**config.mk**
```make
export PLATFORM = sky130hd
export DESIGN_NAME = risc_top
export DESIGN_NICKNAME = d
export VERILOG_FILES = /design/src/risc_pkg.sv /design/src/alu.sv /design/src/controller.sv /design/src/cpu.sv /design/src/datapath.sv /design/src/instr_decoder.sv /design/src/prog_ram.sv /design/src/regfile.sv /design/src/risc_top.sv
export VERILOG_INCLUDE_DIRS = /design/src
export SDC_FILE = /design/constraint.sdc
export NUM_CORES = 2
export LEC_CHECK = 0
export BUFFER_PORTS_ARGS = -buffer_cell sky130_fd_sc_hd__buf_2
export CORE_ASPECT_RATIO = 1.4
export CORE_MARGIN = 2
export CORE_UTILIZATION = 25
export CTS_CLUSTER_DIAMETER = 100
export CTS_CLUSTER_SIZE = 8
export DETAILED_ROUTE_END_ITERATION = 6
export PLACE_DENSITY_LB_ADDON = 0.2
export SYNTH_ARGS = -nofsm -noshare
export SYNTH_HDL_FRONTEND = slang
export SYNTH_HIERARCHICAL = 1
export SYNTH_MEMORY_MAX_BITS = 65536
export SYNTH_SLANG_ARGS = --single-unit
export TNS_END_PERCENT = 100
```
**constraint.sdc**
```tcl
create_clock -name clk -period 4.2 [get_ports clk]
set_input_delay 1.26 -clock clk [delete_from_list [all_inputs] [get_ports clk]]
set_output_delay 1.26 -clock clk [all_outputs]
set_load 0.02 [all_outputs]
```
**src/risc_defines.svh**
```systemverilog
`ifndef RISC_DEFINES_SVH
`define RISC_DEFINES_SVH

// datapath word width
`define RISC_DW 16

// program RAM address width for 256 words
`define RISC_AW 8

// general purpose registers
`define RISC_NREG 8

`endif

```
**src/risc_pkg.sv**
```systemverilog
package risc_pkg;

  // instruction class in ir[15:13]
  typedef enum logic [2:0] {
    opc_alu  = 3'b101,
    opc_mov  = 3'b110,
    opc_halt = 3'b111
  } opcode_e;

  // in the move class, alu_and (10) means immediate and alu_add (00) means register
  typedef enum logic [1:0] {
    alu_add  = 2'b00,
    alu_sub  = 2'b01,
    alu_and  = 2'b10,
    alu_notb = 2'b11
  } alu_op_e;

  typedef enum logic [1:0] {
    sh_none = 2'b00,
    sh_lsl  = 2'b01,
    sh_lsr  = 2'b10,
    sh_asr  = 2'b11
  } shift_e;

  typedef struct packed {
    logic [2:0] opcode;
    logic [1:0] op;
    logic [2:0] rn;
    logic [2:0] rd;
    logic [1:0] shift;
    logic [2:0] rm;
  } alu_fmt_t;

  typedef struct packed {
    logic [2:0] opcode;
    logic [1:0] op;
    logic [2:0] rn;
    logic [7:0] imm8;
  } mov_fmt_t;

  // one 16-bit word read in two ways
  typedef union packed {
    alu_fmt_t alu;
    mov_fmt_t mov;
  } instr_u;

  // 2'b11 is unused
  typedef enum logic [1:0] {
    sel_rm = 2'b00,
    sel_rd = 2'b01,
    sel_rn = 2'b10
  } reg_sel_e;

  typedef enum logic [1:0] {
    wb_c   = 2'b00,
    wb_imm = 2'b10
  } wb_sel_e;

  typedef struct packed {
    logic     w_en;
    logic     en_a;
    logic     en_b;
    logic     en_c;
    logic     en_status;
    logic     clear_a;
    wb_sel_e  wb_sel;
    alu_op_e  alu_op;
    shift_e   shift;
  } dp_ctrl_t;

  typedef struct packed {
    logic z;
    logic n;
    logic v;
  } flags_t;

endpackage

```
**src/alu.sv**
```systemverilog
`include "risc_defines.svh"

module alu (
  input  logic [`RISC_DW-1:0] a,
  input  logic [`RISC_DW-1:0] b,
  input  risc_pkg::alu_op_e   op,
  output logic [`RISC_DW-1:0] y,
  output risc_pkg::flags_t    fl
);

  localparam int MSB = `RISC_DW - 1;

  always_comb begin
    case (op)
      risc_pkg::alu_add: begin
        y    = a + b;
        // signed overflow when same-sign operands give a result of the other sign
        fl.v = (a[MSB] == b[MSB]) && (y[MSB] != a[MSB]);
      end
      risc_pkg::alu_sub: begin
        y    = a - b;
        fl.v = (a[MSB] != b[MSB]) && (y[MSB] != a[MSB]);
      end
      risc_pkg::alu_and: begin
        y    = a & b;
        fl.v = 1'b0;
      end
      default: begin
        y    = ~b;
        fl.v = 1'b0;
      end
    endcase
    fl.z = (y == '0);
    fl.n = y[MSB];
  end

endmodule

```
**src/controller.sv**
```systemverilog
module controller (
  input  logic               clk,
  input  logic               rst_n,
  input  risc_pkg::opcode_e  opcode,
  input  risc_pkg::alu_op_e  op,
  output risc_pkg::dp_ctrl_t ctrl,
  output risc_pkg::reg_sel_e reg_sel,
  output logic               load_ir,
  output logic               load_pc,
  output logic               clear_pc,
  output logic               halted
);

  // movr covers MOV register and MVN while alu covers ADD and AND
  typedef enum logic [3:0] {
    s_reset, s_fetch, s_load_ir, s_decode,
    s_mov_imm, s_movr1, s_movr2, s_movr3,
    s_alu1, s_alu2, s_alu3, s_alu4,
    s_cmp1, s_cmp2, s_cmp3, s_halt
  } state_e;

  state_e state;
  state_e state_nxt;

  always_ff @(posedge clk) begin
    if (!rst_n) state <= s_reset;
    else state <= state_nxt;
  end

  always_comb begin
    state_nxt = s_fetch;
    case (state)
      s_fetch:   state_nxt = s_load_ir;
      s_load_ir: state_nxt = s_decode;
      s_decode: begin
        case (opcode)
          risc_pkg::opc_alu: begin
            case (op)
              risc_pkg::alu_sub:  state_nxt = s_cmp1;
              risc_pkg::alu_notb: state_nxt = s_movr1;
              default:            state_nxt = s_alu1;
            endcase
          end
          risc_pkg::opc_mov: begin
            if (op == risc_pkg::alu_and) state_nxt = s_mov_imm;
            else if (op == risc_pkg::alu_add) state_nxt = s_movr1;
          end
          risc_pkg::opc_halt: state_nxt = s_halt;
          default:            state_nxt = s_fetch;
        endcase
      end
      s_movr1: state_nxt = s_movr2;
      s_movr2: state_nxt = s_movr3;
      s_alu1:  state_nxt = s_alu2;
      s_alu2:  state_nxt = s_alu3;
      s_alu3:  state_nxt = s_alu4;
      s_cmp1:  state_nxt = s_cmp2;
      s_cmp2:  state_nxt = s_cmp3;
      s_halt:  state_nxt = s_halt;
      default: state_nxt = s_fetch;
    endcase
  end

  // alu_op and shift are filled in by the cpu from the decoder
  always_comb begin
    ctrl        = '0;
    ctrl.wb_sel = risc_pkg::wb_c;
    reg_sel     = risc_pkg::sel_rm;
    case (state)
      s_mov_imm: begin
        ctrl.w_en   = 1'b1;
        ctrl.wb_sel = risc_pkg::wb_imm;
        reg_sel     = risc_pkg::sel_rn;
      end
      s_movr1, s_alu2, s_cmp2: ctrl.en_b = 1'b1;
      s_movr2: begin
        ctrl.en_c    = 1'b1;
        ctrl.clear_a = 1'b1;
      end
      s_movr3, s_alu4: begin
        ctrl.w_en = 1'b1;
        reg_sel   = risc_pkg::sel_rd;
      end
      s_alu1, s_cmp1: begin
        ctrl.en_a = 1'b1;
        reg_sel   = risc_pkg::sel_rn;
      end
      s_alu3: ctrl.en_c = 1'b1;
      s_cmp3: ctrl.en_status = 1'b1;
      default: ;
    endcase
  end

  assign clear_pc = (state == s_reset);
  assign load_pc  = (state == s_reset) || (state == s_load_ir);
  assign load_ir  = (state == s_load_ir);
  assign halted   = (state == s_halt);

endmodule

```
**src/cpu.sv**
```systemverilog
`include "risc_defines.svh"

module cpu (
  input  logic                clk,
  input  logic                rst_n,
  input  logic [`RISC_AW-1:0] start_pc,
  input  logic [`RISC_DW-1:0] ram_rdata,
  output logic [`RISC_AW-1:0] ram_addr,
  output logic [`RISC_DW-1:0] out,
  output risc_pkg::flags_t    flags,
  output logic                halted
);

  risc_pkg::instr_u    ir;
  logic [`RISC_AW-1:0] pc;
  logic [`RISC_AW-1:0] next_pc;

  risc_pkg::opcode_e   opcode;
  risc_pkg::alu_op_e   dec_op;
  risc_pkg::shift_e    dec_shift;
  risc_pkg::reg_sel_e  reg_sel;
  risc_pkg::dp_ctrl_t  fsm_ctrl;
  risc_pkg::dp_ctrl_t  dp_ctrl;
  logic [`RISC_DW-1:0] sximm8;
  logic [2:0]          r_addr;
  logic [2:0]          w_addr;
  logic                load_ir;
  logic                load_pc;
  logic                clear_pc;

  controller u_controller (
    .clk      (clk),
    .rst_n    (rst_n),
    .opcode   (opcode),
    .op       (dec_op),
    .ctrl     (fsm_ctrl),
    .reg_sel  (reg_sel),
    .load_ir  (load_ir),
    .load_pc  (load_pc),
    .clear_pc (clear_pc),
    .halted   (halted)
  );

  instr_decoder u_decoder (
    .ir      (ir),
    .reg_sel (reg_sel),
    .opcode  (opcode),
    .op      (dec_op),
    .shift   (dec_shift),
    .sximm8  (sximm8),
    .r_addr  (r_addr),
    .w_addr  (w_addr)
  );

  always_comb begin
    dp_ctrl        = fsm_ctrl;
    dp_ctrl.alu_op = dec_op;
    dp_ctrl.shift  = dec_shift;
  end

  datapath u_datapath (
    .clk    (clk),
    .ctrl   (dp_ctrl),
    .r_addr (r_addr),
    .w_addr (w_addr),
    .sximm8 (sximm8),
    .out    (out),
    .flags  (flags)
  );

  assign next_pc = clear_pc ? start_pc : pc + 1'b1;

  always_ff @(posedge clk) begin
    if (load_ir) ir <= ram_rdata;
    if (load_pc) pc <= next_pc;
  end

  // the RAM serves instruction fetch only
  assign ram_addr = pc;

endmodule

```
**src/datapath.sv**
```systemverilog
`include "risc_defines.svh"

module datapath (
  input  logic                clk,
  input  risc_pkg::dp_ctrl_t  ctrl,
  input  logic [2:0]          r_addr,
  input  logic [2:0]          w_addr,
  input  logic [`RISC_DW-1:0] sximm8,
  output logic [`RISC_DW-1:0] out,
  output risc_pkg::flags_t    flags
);

  logic [`RISC_DW-1:0] r_data;
  logic [`RISC_DW-1:0] w_data;
  logic [`RISC_DW-1:0] a_q;
  logic [`RISC_DW-1:0] b_q;
  logic [`RISC_DW-1:0] c_q;
  logic [`RISC_DW-1:0] b_sh;
  logic [`RISC_DW-1:0] val_a;
  logic [`RISC_DW-1:0] alu_y;
  risc_pkg::flags_t    alu_fl;
  risc_pkg::flags_t    status_q;

  regfile u_regfile (
    .clk    (clk),
    .w_en   (ctrl.w_en),
    .w_addr (w_addr),
    .r_addr (r_addr),
    .w_data (w_data),
    .r_data (r_data)
  );

  // shifter on operand b
  always_comb begin
    case (ctrl.shift)
      risc_pkg::sh_lsl: b_sh = b_q << 1;
      risc_pkg::sh_lsr: b_sh = b_q >> 1;
      risc_pkg::sh_asr: b_sh = $signed(b_q) >>> 1;
      default:          b_sh = b_q;
    endcase
  end

  // moves use 0 + b
  assign val_a = ctrl.clear_a ? '0 : a_q;

  alu u_alu (
    .a  (val_a),
    .b  (b_sh),
    .op (ctrl.alu_op),
    .y  (alu_y),
    .fl (alu_fl)
  );

  assign w_data = (ctrl.wb_sel == risc_pkg::wb_imm) ? sximm8 : c_q;

  always_ff @(posedge clk) begin
    if (ctrl.en_a) a_q <= r_data;
    if (ctrl.en_b) b_q <= r_data;
    if (ctrl.en_c) c_q <= alu_y;
    if (ctrl.en_status) status_q <= alu_fl;
  end

  assign out   = c_q;
  assign flags = status_q;

endmodule

```
**src/instr_decoder.sv**
```systemverilog
`include "risc_defines.svh"

module instr_decoder (
  input  risc_pkg::instr_u    ir,
  input  risc_pkg::reg_sel_e  reg_sel,
  output risc_pkg::opcode_e   opcode,
  output risc_pkg::alu_op_e   op,
  output risc_pkg::shift_e    shift,
  output logic [`RISC_DW-1:0] sximm8,
  output logic [2:0]          r_addr,
  output logic [2:0]          w_addr
);

  logic [2:0] reg_addr;

  // opcode may hold a value outside the enum that the controller skips
  assign opcode = risc_pkg::opcode_e'(ir.alu.opcode);
  assign op     = risc_pkg::alu_op_e'(ir.alu.op);
  assign shift  = risc_pkg::shift_e'(ir.alu.shift);
  assign sximm8 = {{(`RISC_DW - 8){ir.mov.imm8[7]}}, ir.mov.imm8};

  always_comb begin
    case (reg_sel)
      risc_pkg::sel_rm: reg_addr = ir.alu.rm;
      risc_pkg::sel_rd: reg_addr = ir.alu.rd;
      risc_pkg::sel_rn: reg_addr = ir.alu.rn;
      default:          reg_addr = 3'd0;
    endcase
  end

  assign r_addr = reg_addr;
  assign w_addr = reg_addr;

endmodule

```
**src/prog_ram.sv**
```systemverilog
`include "risc_defines.svh"

module prog_ram (
  input  logic                clk,
  input  logic                we,
  input  logic [`RISC_AW-1:0] waddr,
  input  logic [`RISC_AW-1:0] raddr,
  input  logic [`RISC_DW-1:0] wdata,
  output logic [`RISC_DW-1:0] rdata
);

  logic [`RISC_DW-1:0] mem [2**`RISC_AW];

  always_ff @(posedge clk) begin
    if (we) mem[waddr] <= wdata;
    rdata <= mem[raddr];
  end

endmodule

```
**src/regfile.sv**
```systemverilog
`include "risc_defines.svh"

module regfile (
  input  logic               clk,
  input  logic               w_en,
  input  logic [2:0]         w_addr,
  input  logic [2:0]         r_addr,
  input  logic [`RISC_DW-1:0] w_data,
  output logic [`RISC_DW-1:0] r_data
);

  logic [`RISC_DW-1:0] regs [`RISC_NREG];

  always_ff @(posedge clk) begin
    if (w_en) begin
      regs[w_addr] <= w_data;
    end
  end

  assign r_data = regs[r_addr];

endmodule

```
**src/risc_top.sv**
```systemverilog
`include "risc_defines.svh"

module risc_top (
  input  logic                clk,
  input  logic                rst_n,
  input  logic [`RISC_AW-1:0] start_pc,
  input  logic                load_we,
  input  logic [`RISC_AW-1:0] load_addr,
  input  logic [`RISC_DW-1:0] load_data,
  output logic [`RISC_DW-1:0] out,
  output risc_pkg::flags_t    flags,
  output logic                halted
);

  logic [`RISC_AW-1:0] ram_addr;
  logic [`RISC_DW-1:0] ram_rdata;
  logic                ram_we;

  // program load only while the cpu is held in reset
  assign ram_we = load_we && !rst_n;

  cpu u_cpu (
    .clk       (clk),
    .rst_n     (rst_n),
    .start_pc  (start_pc),
    .ram_rdata (ram_rdata),
    .ram_addr  (ram_addr),
    .out       (out),
    .flags     (flags),
    .halted    (halted)
  );

  prog_ram u_ram (
    .clk   (clk),
    .we    (ram_we),
    .waddr (load_addr),
    .raddr (ram_addr),
    .wdata (load_data),
    .rdata (ram_rdata)
  );

endmodule

```
* After elaboration in Yosys (flattened, before gate mapping)
Memory sizes are Yosys's and may differ from the RTL's. A register that Yosys moved wholly into a read port is not among the register bits. Cells that the tools add are included.
Word-level totals: flip-flop bits (word level) 79, bits in writable memories 4224, bits of input ports 35, output and inout port bits 20, word-level logic and storage cells 86, memories 2
Memories:
- u_ram.mem | words 256, width 16, read ports 1, clocked after Yosys merged registers in 1, write ports 1, line prog_ram.sv:12 | logic [`RISC_DW-1:0] mem [2**`RISC_AW];
- u_cpu.u_datapath.u_regfile.regs | words 8, width 16, read ports 1, clocked after Yosys merged registers in 0, write ports 1, line regfile.sv:12 | logic [`RISC_DW-1:0] regs [`RISC_NREG];
Operators by class: add/subtract/negate cells 3, equal/unequal tests 31, mux-type cells 24, bitwise logic cells 2, reductions and logical operators 15
Operators by type and width (number):
- one-hot mux 16 bit (3 select lines) | 2
- one-hot mux 4 bit (11 select lines) | 1
- == test 4 bit, second input constant | 8
- two-way mux 16 bit | 2
- adder 16 bit | 1
- AND 16 bit | 1
- == test 4 x 3 -> 1 bit, second input constant | 4
- zero test 16 bit | 1
- inverter 16 bit | 1
- subtractor 16 bit | 1
- == test 2 bit, second input constant | 6
- one-hot mux 4 bit (3 select lines) | 1
- two-way mux 1 bit | 10
- == test 3 bit, second input constant | 3
- one-hot mux 3 bit (3 select lines) | 1
- OR reduction 3 bit | 3
- adder 8 x 1 -> 8 bit, second input constant | 1
- == test 4 x 2 -> 1 bit, second input constant | 2
- two-way mux 8 bit | 1
- one-hot mux 4 bit (2 select lines) | 1
- == test 2 x 1 -> 1 bit, second input constant | 3
- two-way mux 3 bit | 2
- OR reduction 2 bit | 3
- == test 4 x 1 -> 1 bit, second input constant | 1
- 10 further kinds | 15

* Logic depth before layout (Yosys ltp)
word-level depth 7, mapped depth 16

* Modules after synthesis
The synthesis kept the hierarchy.
Modules (own cells, without submodules):
- prog_ram | instances 1, cells an instance 7360, area each 158714.7 µm², sequential area each 123318.3 µm²
- regfile | instances 1, cells an instance 198, area each 4973.5 µm², sequential area each 3843.7 µm²
- datapath | instances 1, cells an instance 139, area each 2227.1 µm², sequential area each 1531.5 µm²
- alu | instances 1, cells an instance 315, area each 2072.0 µm², sequential area each 0.0 µm²
- cpu | instances 1, cells an instance 60, area each 937.1 µm², sequential area each 720.7 µm²
- controller | instances 1, cells an instance 65, area each 508.0 µm², sequential area each 80.1 µm²
- instr_decoder | instances 1, cells an instance 33, area each 257.7 µm², sequential area each 0.0 µm²
- risc_top | instances 1, cells an instance 1, area each 13.8 µm², sequential area each 0.0 µm²

* Worst setup path before layout
Ideal clock, no wire load.
path type register to register, start reg u_cpu.u_controller.state[3], end reg u_cpu.u_datapath.status_q, in the netlist u_cpu/u_datapath/flags[2], data pin, setup time 0.169 ns, data arrival time 3.578 ns, required time 4.031 ns, setup slack 0.453 ns, cell stages (with the launch flop) 16, period minus slack after synthesis 3.747 ns, path through dfxtp_1 -> buf_6 -> or2b_1 -> nor2_1 -> clkbuf_1 -> nor2b_1 -> ha_1 -> buf_2 -> a21oi_1 -> nor3b_1 -> nor4_1 -> a211oi_1 -> a311oi_1 -> nand3_1 -> or4b_1 -> nor4b_2
RTL lines:
- from (decl) | line controller.sv:22 | state_e state;
- from (signal assigned) | line controller.sv:26 | if (!rst_n) state <= s_reset;
- from (signal assigned) | line controller.sv:27 | else state <= state_nxt;
- to (signal assigned) | line datapath.sv:60 | if (ctrl.en_status) status_q <= alu_fl;
- to (decl) | line datapath.sv:22 | risc_pkg::flags_t status_q;

==> metrics.yaml <==
outcome:
  status: "finished with violations"
  failed_checks: "DRC"
die:
  io-pin-count: 55
  num_rows: 358
  die-area_mm2: 0.6854
  initial_utilization_pct: 25.05
  die_width_um: 700.3
  core_area_mm2: 0.6773
  dieHeight_um: 978.8
timing:
  slew_headroom_pct: 0.2594
  final_hold_viol_count: 0
  min_period_ns: 4.061
  max_freq_ghz: 0.2462
  post-route-period-util_pct: 96.69
  skew_ns: 0.08092
  holdWs_ns: 0.5509
  finalSetupViolations: 0
  slew_violations: 0
  tightest_slew_ns: 1.496
synth:
  syn_area_mm2: 0.1697
  synth_fp_nets: 8237
  avgSynthCellArea_um2: 20.78
  postSynthCellCount: 8167
  ys.warnings.count: 6
pwr:
  power.share.clock_pct: 42.1
  ir_drop_v: 0.0003432
  swShare_pct: 24.77
  p_per_area_mw_per_mm2: 523.2
  seqPwrFrac_pct: 45.1
  total_power_mw: 106.4
  p_comb_share_pct: 12.9
  internal_power_mw: 80.06
  power_switching_mw: 26.36
  total_leakage_power_nw: 64.02
layout:
  fin_util_pct: 30.03
  multi_input_area_mm2: 0.03752
  area_growth_pct: 19.88
  nNetsFinal: 9222
  final.fill_count: 65640
  drive_above_1_share_pct: 29.08
  register_area_mm2: 0.1295
detailed_routing:
  via_per_inst: 4.712
  wl_per_cell_um: 30.10
  drt_first_iter_violations: 7373
  dr_total_vias: 86060
  drc: 27
  totalWireLength_um: 549800
  ant_nets: 0
  drtPass1Iterations: 7
global_routing:
  gr-usage-all-layers_pct: 15.79
  grt_max_degree: 158
  antenna_found_initial: 36
  grt_pass1_vias: 90910
  grt_pass1_wl_um: 753700
  grt_overflow: 0
worst_setup_path:
  startpoint_type: "register"
  arrival_ns: 4.98
  cp-end-kind: "register"
  required_ns: 5.12
  crit_type: "register to register"
  cp_max_fo: 17
clock_tree:
  clock_sinks: 4319
  cts_root_buf: "clkbuf_16"
  cts_tree: "built"
  clk_path_buf_depth: 5
  post-cts-setup-buffers: 0
  numCtsBuffers: 643
  insertion_delay_ns: 1.01
  clk_pin_slew_ns: 0.05
  htreeDepth: 6
  holdBufCountCts: 0
run:
  maxCapViolations: 0
min_path:
  worstHoldPathType: "primary input to register"
place:
  hpwl_um: 349800
  gp_congestion: 0.8408
  port_buffers: 54
-- sequential cells by signal (all words and copies together), names as in the netlist --
register,flops
u_ram/mem,4096
u_cpu/u_datapath/u_regfile/regs,128
u_cpu/ir,16
u_cpu/u_datapath/a_q,16
u_cpu/u_datapath/b_q,16
u_cpu/u_datapath/out,16
u_ram/rdata,16
u_cpu/ram_addr,8
u_cpu/u_controller/state,4
u_cpu/u_datapath/flags,3
-- area by class of cell --
type	count	share of cell area (%)
multi-input cells	3293	18.45
flip-flops and latches	4319	63.66
clock buffers	689	8.090
inverters	32	0.06520
well taps	9000	5.536
repair buffers	863	4.046
clock inverters	15	0.08550
diodes	52	0.06397
-- timing repair --
item / CTS / global route
endpoints found under the setup margin: 1 / 3
hold endpoints to repair: 0 / 0
resized for setup: 1 / 9
-- metal layers --
layer  part of all wire (%)  vias up  routed length [µm]  global-route usage, %
li1                       -    36110                   -                      -
met1                     37    46690              203800                  17.59
met2                     53     2360              291800                  29.05
met3                    4.2      897               23190                  2.292
met4                    5.6        6               30910                  8.317
met5                 0.0062        -                  34                      0
-- worst paths after layout --
check,slack [ns],end,from,cells past startpoint
hold / removal,0.55,u_cpu/ram_addr[3],start_pc[3],3
setup reg to reg,0.14,u_ram/rdata[14],u_cpu/ram_addr[5],7
setup / recovery,0.14,u_ram/rdata[14],u_cpu/ram_addr[5],7
hold reg to reg,0.55,u_cpu/ir[14],u_ram/rdata[14],0
-- power by group through the flow --
stage,sequential [mW],clock (mW),combinational [mW]
floorplan,48.5,0,7.62
global placement,48.8,0,14.0
detailed placement,48.8,0,14.0
CTS,47.9,46.0,14.1
global route,47.9,47.4,14.3
finish,47.9,44.8,13.7
-- stage by stage --
step / cells / worst slack [ns] / area [µm²] / TNS (ns)
after global placement: 17510 / -0.05373 / 186600 / -0.05373
after floorplan: 8167 / 0.4535 / 169700 / 0
after CTS: 18210 / 0.07010 / 203200 / 0
after detailed placement: 17510 / -0.04564 / 186600 / -0.04564
after global routing: 18240 / -0.009411 / 203300 / -0.009411
final: 18260 / 0.1391 / 203400 / 0
-- worst max-delay path, cell delays in order, from the launching register on --
cell and delay, ns:
edfxtp_1 0.77, buf_4 0.45, nand2_1 0.59, buf_4 0.46
o31ai_1 0.78, o32ai_1 0.38, buf_4 0.26, nor4_1 0.25
-- cell usage in the layout, fill, tap and decap left out, types with 28 or more instances in the layout --
| cell type | n |
|---|---|
| edfxtp_1 | 4299 |
| mux4_2 | 801 |
| buf_4 | 671 |
| clkbuf_16 | 652 |
| mux2i_1 | 588 |
| o221ai_1 | 252 |
| a21oi_1 | 201 |
| nor2_1 | 183 |
| nor2_2 | 165 |
| o22ai_1 | 152 |
| buf_12 | 138 |
| mux2_2 | 113 |
| nor3_1 | 103 |
| nand2_1 | 95 |
| o21ai_0 | 76 |
| diode_2 | 52 |
| a22oi_1 | 43 |
| nand3_1 | 40 |
| buf_2 | 38 |
| clkbuf_1 | 37 |
| nor2b_1 | 36 |
| a22o_1 | 34 |
| ha_1 | 33 |
| a221oi_1 | 30 |
| inv_1 | 29 |
| nand4_1 | 28 |
| mux4_1 | 28 |
Power figures use the tool's default switching activity.
